--- src/pkt_arb_pkg.sv ---
//==================================================
// Channel count and control word layout are fixed here
// The channel number always sits in the top ctl bits
//==================================================
`default_nettype none

package pkt_arb_pkg;

  localparam int NUM_IN    = 4;                    // Input channels merged
  localparam int CHAN_BITS = $clog2(NUM_IN);       // Width of a channel number
  localparam int CTL_BITS  = 8;                    // Full control word
  localparam int USER_BITS = CTL_BITS - CHAN_BITS; // Bits left to the user

  // Decoded view of the control word
  typedef struct packed {
    logic [CHAN_BITS-1:0] chan;  // Source channel, stamped on ingress
    logic [USER_BITS-1:0] user;  // Passed through untouched
  } ctl_fields_t;

  // Same 8 bits, seen either whole or split into fields
  typedef union packed {
    logic [CTL_BITS-1:0] raw;
    ctl_fields_t         fields;
  } ctl_word_u;

endpackage

`default_nettype wire

--- src/pkt_ingress_slice.sv ---
//==================================================
// Holds one word. Upper ctl bits are replaced by i_chan
//==================================================
`timescale 1ns/10ps
`default_nettype none

module pkt_ingress_slice #(
  parameter int  DAT_BYTS = 8,
  localparam int DAT_BITS = DAT_BYTS * 8,
  localparam int MOD_BITS = (DAT_BYTS > 1) ? $clog2(DAT_BYTS) : 1
) (
  input  wire                              i_clk,
  input  wire                              i_rst,
  input  wire  [pkt_arb_pkg::CHAN_BITS-1:0] i_chan,  // Tied per slot at the top
  // Incoming stream
  input  wire                              i_val,
  input  wire                              i_sop,
  input  wire                              i_eop,
  input  wire                              i_err,
  input  wire  [DAT_BITS-1:0]              i_dat,
  input  wire  [MOD_BITS-1:0]              i_mod,
  input  wire  [pkt_arb_pkg::CTL_BITS-1:0]  i_ctl,
  output logic                             o_rdy,
  // Held word towards the arbiter
  output logic                             o_val,
  output logic                             o_sop,
  output logic                             o_eop,
  output logic                             o_err,
  output logic [DAT_BITS-1:0]              o_dat,
  output logic [MOD_BITS-1:0]              o_mod,
  output logic [pkt_arb_pkg::CTL_BITS-1:0]  o_ctl,
  input  wire                              i_rdy
);

  pkt_arb_pkg::ctl_word_u ctl_stamp;  // Incoming ctl with chan field overwritten

  // Free when empty, or when the held word leaves on this edge
  assign o_rdy = ~o_val | i_rdy;

  always_comb begin
    ctl_stamp             = pkt_arb_pkg::ctl_word_u'(i_ctl);
    ctl_stamp.fields.chan = i_chan;  // User bits stay as they came in
  end

  // Occupancy flag
  always_ff @(posedge i_clk) begin
    if (i_rst) begin
      o_val <= 1'b0;
    end else if (o_rdy) begin
      o_val <= i_val;  // Reload or go empty
    end
  end

  // Payload follows the valid flag
  always_ff @(posedge i_clk) begin
    if (o_rdy) begin
      o_sop <= i_sop;
      o_eop <= i_eop;
      o_err <= i_err;
      o_dat <= i_dat;
      o_mod <= i_mod;
      o_ctl <= ctl_stamp.raw;
    end
  end

endmodule

`default_nettype wire

--- src/pkt_rr_arbiter.sv ---
//==================================================
// Round robin that holds a channel for a whole packet
// Output is combinational from the selected held word
//==================================================
`timescale 1ns/10ps
`default_nettype none

module pkt_rr_arbiter #(
  parameter int  DAT_BYTS = 8,
  localparam int DAT_BITS = DAT_BYTS * 8,
  localparam int MOD_BITS = (DAT_BYTS > 1) ? $clog2(DAT_BYTS) : 1
) (
  input  wire                                                        i_clk,
  input  wire                                                        i_rst,
  // Per-channel held words from the ingress slices
  input  wire  [pkt_arb_pkg::NUM_IN-1:0]                             i_val,
  input  wire  [pkt_arb_pkg::NUM_IN-1:0]                             i_sop,
  input  wire  [pkt_arb_pkg::NUM_IN-1:0]                             i_eop,
  input  wire  [pkt_arb_pkg::NUM_IN-1:0]                             i_err,
  input  wire  [pkt_arb_pkg::NUM_IN-1:0][DAT_BITS-1:0]               i_dat,
  input  wire  [pkt_arb_pkg::NUM_IN-1:0][MOD_BITS-1:0]               i_mod,
  input  wire  [pkt_arb_pkg::NUM_IN-1:0][pkt_arb_pkg::CTL_BITS-1:0]  i_ctl,
  output logic [pkt_arb_pkg::NUM_IN-1:0]                             o_rdy,
  // Merged stream
  output logic                                                       o_val,
  output logic                                                       o_sop,
  output logic                                                       o_eop,
  output logic                                                       o_err,
  output logic [DAT_BITS-1:0]                                        o_dat,
  output logic [MOD_BITS-1:0]                                        o_mod,
  output logic [pkt_arb_pkg::CTL_BITS-1:0]                           o_ctl,
  input  wire                                                        i_rdy
);

  logic [pkt_arb_pkg::CHAN_BITS-1:0] sel_idx;  // Channel currently routed out
  logic [pkt_arb_pkg::CHAN_BITS-1:0] nxt_idx;  // Next channel with val after sel_idx
  logic                              locked;   // Mid-packet, sel_idx frozen
  logic                              eop_fire; // Last word of packet transfers

  // Search starts just after cur and wraps, cur itself is checked last
  function automatic logic [pkt_arb_pkg::CHAN_BITS-1:0] next_valid(
    input logic [pkt_arb_pkg::NUM_IN-1:0]    val,
    input logic [pkt_arb_pkg::CHAN_BITS-1:0] cur
  );
    int   cand;
    logic found;
    next_valid = cur;  // Nothing pending keeps the current index
    found      = 1'b0;
    for (int i = 1; i <= pkt_arb_pkg::NUM_IN; i++) begin
      cand = (int'(cur) + i) % pkt_arb_pkg::NUM_IN;
      if (!found && val[cand]) begin
        next_valid = cand[pkt_arb_pkg::CHAN_BITS-1:0];
        found      = 1'b1;
      end
    end
  endfunction

  assign nxt_idx  = next_valid(i_val, sel_idx);
  assign eop_fire = o_val & o_eop & i_rdy;

  // Output mux, ready goes back to the selected channel only
  always_comb begin
    o_rdy          = '0;
    o_rdy[sel_idx] = i_rdy;
    o_val          = i_val[sel_idx];
    o_sop          = i_sop[sel_idx];
    o_eop          = i_eop[sel_idx];
    o_err          = i_err[sel_idx];
    o_dat          = i_dat[sel_idx];
    o_mod          = i_mod[sel_idx];
    o_ctl          = i_ctl[sel_idx];
  end

  always_ff @(posedge i_clk) begin
    if (i_rst) begin
      sel_idx <= '0;
      locked  <= 1'b0;
    end else if (eop_fire) begin
      locked  <= 1'b0;      // Packet done
      sel_idx <= nxt_idx;   // Move on so the same channel waits its turn
    end else if (o_val) begin
      locked  <= 1'b1;      // Hold this channel until its eop
    end else if (!locked) begin
      sel_idx <= nxt_idx;   // Idle, hunt for a pending channel
    end
    // Locked with a gap in val: keep waiting on the same channel
  end

endmodule

`default_nettype wire

--- src/pkt_egress_slice.sv ---
//==================================================
// Two-entry skid buffer. o_rdy is a flop output so no
// ready path runs combinationally through the block
//==================================================
`timescale 1ns/10ps
`default_nettype none

module pkt_egress_slice #(
  parameter int  DAT_BYTS = 8,
  localparam int DAT_BITS = DAT_BYTS * 8,
  localparam int MOD_BITS = (DAT_BYTS > 1) ? $clog2(DAT_BYTS) : 1
) (
  input  wire                              i_clk,
  input  wire                              i_rst,
  // Merged stream from the arbiter
  input  wire                              i_val,
  input  wire                              i_sop,
  input  wire                              i_eop,
  input  wire                              i_err,
  input  wire  [DAT_BITS-1:0]              i_dat,
  input  wire  [MOD_BITS-1:0]              i_mod,
  input  wire  [pkt_arb_pkg::CTL_BITS-1:0]  i_ctl,
  output logic                             o_rdy,
  // Registered output stream (main register)
  output logic                             o_val,
  output logic                             o_sop,
  output logic                             o_eop,
  output logic                             o_err,
  output logic [DAT_BITS-1:0]              o_dat,
  output logic [MOD_BITS-1:0]              o_mod,
  output logic [pkt_arb_pkg::CTL_BITS-1:0]  o_ctl,
  input  wire                              i_rdy
);

  // Spare register catches the word in flight when the output stalls
  logic                            sp_val;
  logic                            sp_sop;
  logic                            sp_eop;
  logic                            sp_err;
  logic [DAT_BITS-1:0]             sp_dat;
  logic [MOD_BITS-1:0]             sp_mod;
  logic [pkt_arb_pkg::CTL_BITS-1:0] sp_ctl;
  logic                            main_free;  // Main empty or draining this edge
  logic                            spare_load;

  assign o_rdy      = ~sp_val;                  // Room as long as spare is empty
  assign main_free  = ~o_val | i_rdy;
  assign spare_load = i_val & o_rdy & ~main_free;

  always_ff @(posedge i_clk) begin
    if (i_rst) begin
      o_val  <= 1'b0;
      sp_val <= 1'b0;
    end else if (main_free) begin
      o_val  <= sp_val | i_val;  // Spare first, else the new word
      sp_val <= 1'b0;
    end else begin
      sp_val <= sp_val | spare_load;
    end
  end

  // Payload moves
  always_ff @(posedge i_clk) begin
    if (main_free) begin
      o_sop <= sp_val ? sp_sop : i_sop;
      o_eop <= sp_val ? sp_eop : i_eop;
      o_err <= sp_val ? sp_err : i_err;
      o_dat <= sp_val ? sp_dat : i_dat;
      o_mod <= sp_val ? sp_mod : i_mod;
      o_ctl <= sp_val ? sp_ctl : i_ctl;
    end
    if (spare_load) begin
      sp_sop <= i_sop;
      sp_eop <= i_eop;
      sp_err <= i_err;
      sp_dat <= i_dat;
      sp_mod <= i_mod;
      sp_ctl <= i_ctl;
    end
  end

endmodule

`default_nettype wire

--- src/pkt_arb_top.sv ---
//==================================================
// Merges NUM_IN packet streams without interleaving
// Top ctl bits on the output carry the source channel
//==================================================
`timescale 1ns/10ps
`default_nettype none

module pkt_arb_top #(
  parameter int  DAT_BYTS = 8,
  localparam int DAT_BITS = DAT_BYTS * 8,
  localparam int MOD_BITS = (DAT_BYTS > 1) ? $clog2(DAT_BYTS) : 1
) (
  input  wire                                                       i_clk,
  input  wire                                                       i_rst,
  // Input channels, one slot each
  input  wire [pkt_arb_pkg::NUM_IN-1:0]                             i_s_val,
  input  wire [pkt_arb_pkg::NUM_IN-1:0]                             i_s_sop,
  input  wire [pkt_arb_pkg::NUM_IN-1:0]                             i_s_eop,
  input  wire [pkt_arb_pkg::NUM_IN-1:0]                             i_s_err,
  input  wire [pkt_arb_pkg::NUM_IN-1:0][DAT_BITS-1:0]               i_s_dat,
  input  wire [pkt_arb_pkg::NUM_IN-1:0][MOD_BITS-1:0]               i_s_mod,
  input  wire [pkt_arb_pkg::NUM_IN-1:0][pkt_arb_pkg::CTL_BITS-1:0]  i_s_ctl,
  output wire [pkt_arb_pkg::NUM_IN-1:0]                             o_s_rdy,
  // Merged output
  output wire                                                       o_m_val,
  output wire                                                       o_m_sop,
  output wire                                                       o_m_eop,
  output wire                                                       o_m_err,
  output wire [DAT_BITS-1:0]                                        o_m_dat,
  output wire [MOD_BITS-1:0]                                        o_m_mod,
  output wire [pkt_arb_pkg::CTL_BITS-1:0]                           o_m_ctl,
  input  wire                                                       i_m_rdy
);

  // Ingress slices to arbiter
  wire [pkt_arb_pkg::NUM_IN-1:0]                            ing_val;
  wire [pkt_arb_pkg::NUM_IN-1:0]                            ing_sop;
  wire [pkt_arb_pkg::NUM_IN-1:0]                            ing_eop;
  wire [pkt_arb_pkg::NUM_IN-1:0]                            ing_err;
  wire [pkt_arb_pkg::NUM_IN-1:0][DAT_BITS-1:0]              ing_dat;
  wire [pkt_arb_pkg::NUM_IN-1:0][MOD_BITS-1:0]              ing_mod;
  wire [pkt_arb_pkg::NUM_IN-1:0][pkt_arb_pkg::CTL_BITS-1:0] ing_ctl;
  wire [pkt_arb_pkg::NUM_IN-1:0]                            ing_rdy;  // From arbiter

  // Arbiter to egress slice
  wire                            arb_val;
  wire                            arb_sop;
  wire                            arb_eop;
  wire                            arb_err;
  wire [DAT_BITS-1:0]             arb_dat;
  wire [MOD_BITS-1:0]             arb_mod;
  wire [pkt_arb_pkg::CTL_BITS-1:0] arb_ctl;
  wire                            arb_rdy;

  for (genvar g = 0; g < pkt_arb_pkg::NUM_IN; g++) begin : g_ing
    localparam logic [pkt_arb_pkg::CHAN_BITS-1:0] CHAN_ID = g;  // Stamped into ctl

    pkt_ingress_slice #(.DAT_BYTS(DAT_BYTS)) u_ing (
      .i_clk  (i_clk),      .i_rst  (i_rst),      .i_chan (CHAN_ID),
      .i_val  (i_s_val[g]), .i_sop  (i_s_sop[g]), .i_eop  (i_s_eop[g]),
      .i_err  (i_s_err[g]), .i_dat  (i_s_dat[g]), .i_mod  (i_s_mod[g]),
      .i_ctl  (i_s_ctl[g]), .o_rdy  (o_s_rdy[g]),
      .o_val  (ing_val[g]), .o_sop  (ing_sop[g]), .o_eop  (ing_eop[g]),
      .o_err  (ing_err[g]), .o_dat  (ing_dat[g]), .o_mod  (ing_mod[g]),
      .o_ctl  (ing_ctl[g]), .i_rdy  (ing_rdy[g])
    );
  end

  pkt_rr_arbiter #(.DAT_BYTS(DAT_BYTS)) u_arb (
    .i_clk (i_clk),   .i_rst (i_rst),
    .i_val (ing_val), .i_sop (ing_sop), .i_eop (ing_eop), .i_err (ing_err),
    .i_dat (ing_dat), .i_mod (ing_mod), .i_ctl (ing_ctl), .o_rdy (ing_rdy),
    .o_val (arb_val), .o_sop (arb_sop), .o_eop (arb_eop), .o_err (arb_err),
    .o_dat (arb_dat), .o_mod (arb_mod), .o_ctl (arb_ctl), .i_rdy (arb_rdy)
  );

  pkt_egress_slice #(.DAT_BYTS(DAT_BYTS)) u_egr (
    .i_clk (i_clk),   .i_rst (i_rst),
    .i_val (arb_val), .i_sop (arb_sop), .i_eop (arb_eop), .i_err (arb_err),
    .i_dat (arb_dat), .i_mod (arb_mod), .i_ctl (arb_ctl), .o_rdy (arb_rdy),
    .o_val (o_m_val), .o_sop (o_m_sop), .o_eop (o_m_eop), .o_err (o_m_err),
    .o_dat (o_m_dat), .o_mod (o_m_mod), .o_ctl (o_m_ctl), .i_rdy (i_m_rdy)
  );

endmodule

`default_nettype wire

--- config.mk ---
export PLATFORM = sky130hd
export DESIGN_NAME = pkt_arb_top
export DESIGN_NICKNAME = d
export VERILOG_FILES = /design/src/pkt_arb_pkg.sv /design/src/pkt_ingress_slice.sv /design/src/pkt_rr_arbiter.sv /design/src/pkt_egress_slice.sv /design/src/pkt_arb_top.sv
export SDC_FILE = /design/constraint.sdc
export NUM_CORES = 1
export LEC_CHECK = 0
export BUFFER_PORTS_ARGS = -buffer_cell sky130_fd_sc_hd__buf_2
export CORE_ASPECT_RATIO = 0.5
export CORE_MARGIN = 1
export CORE_UTILIZATION = 48
export DETAILED_ROUTE_END_ITERATION = 7
export GPL_TIMING_DRIVEN = 0
export PLACE_DENSITY = 0.85
export REMOVE_ABC_BUFFERS = 1
export SLEW_MARGIN = 20
export SYNTH_ARGS = -nofsm -noshare
export SYNTH_HDL_FRONTEND = slang
export SYNTH_SLANG_ARGS = --single-unit
export TNS_END_PERCENT = 10
--- constraint.sdc ---
create_clock -name i_clk -period 9.4 [get_ports i_clk]
set_input_delay 0.47 -clock i_clk [delete_from_list [all_inputs] [get_ports i_clk]]
set_output_delay 0.47 -clock i_clk [all_outputs]
set_load 0.1 [all_outputs]
==> results_dict.tcl, run 1 <==
set metrics [dict create \
    power.leakage_nw 8.10 \
    dr.pass1.iters 5 \
    total_power_w 0.00726 \
    finalCritPeriodShare_pct 42.6 \
    num_vias 9125 \
    synth_warnings 0 \
    worst_hold_slack_ns 0.105 \
    avgSynthCellArea_um2 23.9 \
    path_class "register to output port" \
    area_growth_pct 26.1 \
    dp_hpwl_um 30000 \
    grt_pass1_wl_um 61000 \
    core_area_mm2 0.0348 \
    vias_per_cell 5.46 \
    clk_path_buf_depth 3 \
    finalHoldViolCount 0 \
    critPathLaunchType "register" \
    io_buffer_count 393 \
    tritoncts "done" \
    min_path_type "input pin to register" \
    drv_cap 0 \
    clockRootBuffer "clkbuf_16" \
    groute.usage.overall_pct 22.8 \
    grt.overflow.total 0 \
    status "complete, no violations" \
    antenna_found_initial 11 \
    io_pins 402 \
    seq_area_frac_synth_pct 81.4 \
    cts_setup_buffers 0 \
    clkTransAtPathRegs_ns 0.07 \
    dpl-instance-area_mm2 0.0204 \
    nFillCells 2371 \
    htreeDepth 2 \
    fin_nets 1481 \
    dieArea_mm2 0.0366 \
    fin_crit_ns 4.00 \
    worst_slack_ns 5.40 \
    dieHeight_um 136 \
    clkSinkCount 469 \
    final_area_mm2 0.0217 \
    row_count 48 \
    setup_viol 0 \
    fin_worst_skew_ns 0.0155 \
    grt_pass1_vias 9776 \
    cts_hold_buffers 0 \
    wirelength_um 42800 \
    syn-cell-area_mm2 0.0172 \
    drv_slew 0 \
    ant_nets 0 \
    grt_start_max_net_pins 42 \
    place_worst_setup_slack_ns 5.65 \
    drive_gt1_share_pct 55.2 \
    die_w_um 270 \
    tightestPinTransition_ns 0.893 \
    wire_per_inst_um 25.6 \
    drt_iter0_markers 916 \
    path_max_fanout 37 \
    post_cts_resized 0 \
    ir_drop_mv 0.165 \
    rsz0062_at_grt "no" \
    drc 0 \
    synth_cells 720 \
    numCtsBuffers 41 \
    clkLatencyLatePin_ns 0.54 \
    cp_data_arrival_time_ns 3.53 \
    fmax_mhz 250 \
    crit_path_end_kind "output port" \
    worstPathRequired_ns 8.93 \
    relSlewSlack_pct 40.2 \
    place.gp.congestion 0.822 \
    start_util_pct 49.3 \
    p_per_area_mw_per_mm2 335 \
    ys_ff_latch 469 \
    synth.distinct_cells 31 \
]
==> where the power goes <==
group,internal (W),total [W],switching (W),leakage (nW)
clock,0.000890,0.00162,0.000730,0.609
sequential,0.00285,0.00300,0.000150,4.70
combinational,0.000683,0.00264,0.00196,2.79
==> worst paths after layout <==
check	cells after the start	end	start	slack [ns]
max	8	o_s_rdy[3]	u_arb.sel_idx[0]	5.40
max reg2reg	9	u_egr.sp_dat[62]	u_arb.sel_idx[0]	5.70
min reg2reg	2	u_egr.o_eop	u_egr.sp_eop	0.54
min	1	g_ing[3].u_ing.o_dat[52]	i_s_dat[244]	0.10
==> per-layer routing <==
layer  GRT usage, %  vias to the layer above  part of all wire [%]
met1           27.3                     4702                    36
li1               -                     3881                     -
met2           41.7                      422                    55
met3           2.87                      120                   4.9
met4           10.7                        0                   4.3
met5              0                        -                     0
==> Yosys cell counts <==
| cell type | instances | share of area (%) |
|---|---|---|
| o211ai_1 | 1 | 0.044 |
| clkbuf_1 | 14 | 0.31 |
| buf_2 | 5 | 0.15 |
| a21boi_0 | 1 | 0.044 |
| and2_1 | 1 | 0.036 |
| inv_1 | 11 | 0.24 |
| nand2_1 | 6 | 0.13 |
| a211oi_1 | 1 | 0.044 |
| o21ai_2 | 1 | 0.051 |
| nor3_1 | 2 | 0.058 |
| a2bb2oi_1 | 1 | 0.051 |
| mux2i_4 | 1 | 0.13 |
| nor2_1 | 5 | 0.11 |
| a21oi_1 | 8 | 0.23 |
| mux2_4 | 1 | 0.087 |
| o21a_1 | 1 | 0.044 |
| dfxtp_1 | 9 | 1.0 |
| mux2i_1 | 1 | 0.058 |
| buf_1 | 5 | 0.11 |
| edfxtp_1 | 460 | 80 |
| buf_4 | 9 | 0.39 |
| a22oi_1 | 1 | 0.044 |
| nand2b_1 | 2 | 0.073 |
| nor3b_1 | 1 | 0.044 |
| a31oi_1 | 1 | 0.036 |
| ha_1 | 4 | 0.29 |
| o21ai_0 | 9 | 0.26 |
| nor4b_1 | 1 | 0.051 |
| mux4_2 | 79 | 10 |
| buf_6 | 2 | 0.13 |
| mux2_2 | 76 | 5.0 |
==> metrics by stage <==
step           utilization [%]  std cells  setup TNS, ns
6_report                  62.2       1672              0
5_1_grt                   62.2       1672              0
4_1_cts                   62.1       1660              0
3_5_place_dp              58.5       1590              0
3_3_place_gp              56.2       1553       -2449.74
2_1_floorplan                -        685        -710.27
==> sequential cells by signal, summed over array words and instances, names as in the netlist, 2 cells and up <==
name / flops
u_egr.o_ctl: 8
u_egr.sp_ctl: 8
g_ing.u_ing.o_dat: 256
u_egr.sp_dat: 64
g_ing.u_ing.o_sop: 4
u_egr.o_mod: 3
u_egr.sp_mod: 3
g_ing.u_ing.o_err: 4
u_arb.sel_idx: 2
g_ing.u_ing.o_mod: 12
g_ing.u_ing.o_ctl: 24
u_egr.o_dat: 64
g_ing.u_ing.o_eop: 4
g_ing.u_ing.o_val: 4
==> layout make-up <==
class                           instances  area, um^2  area share [%]
Antenna cell                           12        30.0           0.139
Clock buffer                           49        1100            5.07
Clock inverter                         21         164           0.757
Inverter                               11        41.3           0.191
Multi-Input combinational cell        205        3020            14.0
Sequential cell                       469       14000            64.6
Tap cell                              475         594            2.74
Timing Repair Buffer                  430        2710            12.5
==> placed cells by master, fill, tap and decap left out, types with 5 or more instances in the layout <==
cell       netlist  layout
mux2_2          76      76
diode_2          0      12
buf_16           0      18
o21ai_0          9       5
nor2_1           5       5
edfxtp_1       460     460
buf_12           0       5
mux4_2          79      79
clkbuf_1        14       6
buf_2            5     393
clkinv_1         0       7
buf_4            9       7
clkbuf_16        0      43
inv_1           11      11
clkinv_2         0       6
dfxtp_1          9       6
a21oi_1          8       8
nand2_1          6       6
==> cell families (layout without fill, tap and decap cells) <==
| group | after synthesis | after routing | synth area share (%) |
|---|---|---|---|
| buffers and inverters | 46 | 511 | 1.32 |
| adders and majority gates | 4 | 4 | 0.291 |
| AOI/OAI and AO/OA | 25 | 25 | 0.852 |
| and+or+nand+nor | 18 | 18 | 0.502 |
| other | 0 | 12 | 0 |
| muxes | 158 | 158 | 15.6 |
| DFF | 469 | 469 | 81.4 |
==> critical path, cell delays in order (launching register included) <==
cell and delay [ns]:
dfxtp_4 0.66, buf_16 0.31, ha_1 0.22, inv_1 0.07, o21ai_4 0.61, buf_16 0.25
buf_8 0.18, buf_8 0.19, buf_2 0.45
Note: power is estimated with default switching activity, not from simulation.
==> inputs of run 2 (changes only) <==
--- a/config.mk
+++ b/config.mk
@@ -5,13 +5,14 @@
 export SDC_FILE = /design/constraint.sdc
 export NUM_CORES = 1
 export LEC_CHECK = 0
+export ABC_AREA = 1
 export BUFFER_PORTS_ARGS = -buffer_cell sky130_fd_sc_hd__buf_2
 export CORE_ASPECT_RATIO = 0.5
 export CORE_MARGIN = 1
-export CORE_UTILIZATION = 48
+export CORE_UTILIZATION = 54
 export DETAILED_ROUTE_END_ITERATION = 7
 export GPL_TIMING_DRIVEN = 0
-export PLACE_DENSITY = 0.85
+export PLACE_DENSITY = 0.9
 export REMOVE_ABC_BUFFERS = 1
 export SLEW_MARGIN = 20
 export SYNTH_ARGS = -nofsm -noshare
==> constraint.sdc (replaced) <==
create_clock -name i_clk -period 4 [get_ports i_clk]
set_input_delay 0.2 -clock i_clk [delete_from_list [all_inputs] [get_ports i_clk]]
set_output_delay 0.2 -clock i_clk [all_outputs]
set_load 0.1 [all_outputs]
==> run 2 against run 1 <==
  * First-iteration DRC count grew 120%
  * Global-route usage up 15 points
  * Critical endpoint unchanged
  * Synthesized cell count rose by 73%
==> results_dict.tcl, run 2 <==
set metrics [dict create \
    final_util_pct 77.8 \
    cp_data_arrival_time_ns 3.67 \
    fin_nets 2269 \
    dpl-instance-area_mm2 0.0205 \
    io_buffer_count 393 \
    num_vias 14600 \
    top_regs "g_ing.u_ing.o_dat x256, u_egr.o_dat x64, u_egr.sp_dat x64" \
    synth-main-ff-cell "edfxtp_1" \
    ant_nets 0 \
    antenna_found_initial 13 \
    htreeDepth 2 \
    fin_worst_skew_ns 0.0282 \
    clkTransAtPathRegs_ns 0.08 \
    die_w_um 260 \
    critPathLaunchType "register" \
    total_power_w 0.0188 \
    vias_per_cell 6.06 \
    dieHeight_um 131 \
    placedCellCount 2022 \
    start_util_pct 55.9 \
    finalHoldViolCount 0 \
    synth_area_leaders "edfxtp_1 (77%), nand2_1 (5.5%), o22ai_2 (5.2%), o21ai_0 (4.2%), nor2_1 (3.3%)" \
    wire_per_inst_um 26.7 \
    largest_register_ffs 256 \
    seq_area_frac_synth_pct 77.7 \
    tritoncts "done" \
    syn-cell-area_mm2 0.0180 \
    grtUsageMet3_pct 8.24 \
    status "complete, no violations" \
    drv_cap 0 \
    io_pins 402 \
    drt_iter0_markers 2010 \
    async_flop_share_pct 0 \
    avgSynthCellArea_um2 14.4 \
    dieArea_mm2 0.0341 \
    path_class "register to output port" \
    numCtsBuffers 41 \
    mostFrequentLayoutCell "edfxtp_1" \
    min_path_type "input pin to register" \
    instances_no_fill 2419 \
    cts_setup_buffers 0 \
    ys_ff_latch 469 \
    drive_gt1_share_pct 28.7 \
    regMostFlops "g_ing.u_ing.o_dat" \
    fin_tns_setup_ns 0 \
    wirelength_um 64500 \
    rsz0062_at_grt "no" \
    clkLatencyLatePin_ns 0.55 \
    grt_pass1_vias 15500 \
    synth_edf_count 460 \
    final_cell_mix "edfxtp_1 (460), buf_2 (393), dlygate4sd3_1 (313), nand2_1 (262), nor2_1 (158)" \
    area_growth_pct 39.2 \
    met1_usage_pct 42.3 \
    fmax_mhz 258 \
    final_area_mm2 0.0251 \
    gr-max-usage-layer "met2" \
    synthTopCellsByCount "edfxtp_1 (460), nand2_1 (266), nor2_1 (158)" \
    crit_path_end_kind "output port" \
    finalCritPeriodShare_pct 96.7 \
    drc 0 \
    clockRootBuffer "clkbuf_16" \
    synth_warnings 0 \
    dr.pass1.iters 5 \
    core_area_mm2 0.0322 \
    grt_start_max_net_pins 160 \
    p_per_area_mw_per_mm2 751 \
    synth_most_common_cell "edfxtp_1" \
    grt_pass1_wl_um 93900 \
    grt.overflow.total 0 \
    post-synth-top-area-cell "edfxtp_1" \
    path_max_fanout 57 \
    worstPathRequired_ns 3.80 \
    groute.usage.overall_pct 37.7 \
    power.leakage_nw 10.2 \
    ir_drop_mv 0.430 \
    clkSinkCount 469 \
    relSlewSlack_pct 51.4 \
    fin_crit_ns 3.87 \
    grtUsageMet2_pct 62.6 \
    row_count 46 \
    setup_viol 0 \
    dp_hpwl_um 30100 \
    clk_path_buf_depth 3 \
    place.gp.congestion 0.847 \
    synth_cells 1249 \
    tightestPinTransition_ns 0.729 \
    drv_slew 0 \
    synth_top_area_share_pct 76.7 \
    synth.distinct_cells 25 \
]
-- run 2: final timing paths --
kind                                            endpoint        startpoint  slack, ns  cells after the start
worst min-delay path            g_ing[3].u_ing.o_dat[43]      i_s_dat[235]       0.35                      2
worst max register to register           u_egr.sp_ctl[6]  u_arb.sel_idx[0]       0.24                     11
worst min register to register            u_egr.o_dat[3]   u_egr.sp_dat[3]       0.52                      2
worst max-delay path                          o_s_rdy[3]      u_egr.sp_val       0.13                      7
-- run 2: kinds of logic after synthesis --
kind of cell             Yosys count  synth area share, %
flip-flops                       469                 77.7
AND/OR/NAND/NOR                  441                 9.38
AO/OA/AOI/OAI                    239                 9.79
buffers and inverters             96                 2.88
adder cells (fa/ha/maj)            4                0.278
-- run 2: layout make-up --
type	count	area (um^2)
Sequential cell	469	14000
Timing Repair Buffer	728	5490
Inverter	22	111
Multi-Input combinational cell	684	3550
Clock inverter	19	230
Clock buffer	53	1120
Antenna cell	12	30.0
Tap cell	432	541
Fill cell	1660	7150
-- run 2: through the flow --
step / setup WS [ns] / hold WS [ns]
global placement: -13.55 / 0.376
floorplan: -6.05 / 0.269
detailed placement: 0.200 / 0.378
CTS: 0.143 / 0.327
global route: 0.0655 / 0.343
finish: 0.131 / 0.353
-- run 2: critical path: stages, from the launching register on --
cell and delay [ns]:
dfxtp_4 0.50, buf_16 0.29, inv_4 0.33, buf_16 0.33
nand2_1 0.15, nand2_4 0.55, buf_16 0.35, buf_2 0.49
-- run 2: timing repair --
action / CTS / global route
hold endpoints to repair: 311 / 0
hold buffers: 313 / 0
endpoints found under the setup margin: 2 / 9
gates resized for setup: 2 / 3
pin swaps: 0 / 0
-- run 2: layer usage --
metal / share of wire (%) / wire length, um
met1: 32 / 20700
met2: 49 / 31600
met3: 10 / 6440
met4: 8.9 / 5740
met5: 0.020 / 13
-- run 2: power by group --
group | switching (W) | leakage, nW | internal [W]
sequential | 0.000461 | 4.70 | 0.00680
combinational | 0.00587 | 4.83 | 0.00147
clock | 0.00191 | 0.659 | 0.00232
total | 0.00824 | 10.2 | 0.0106
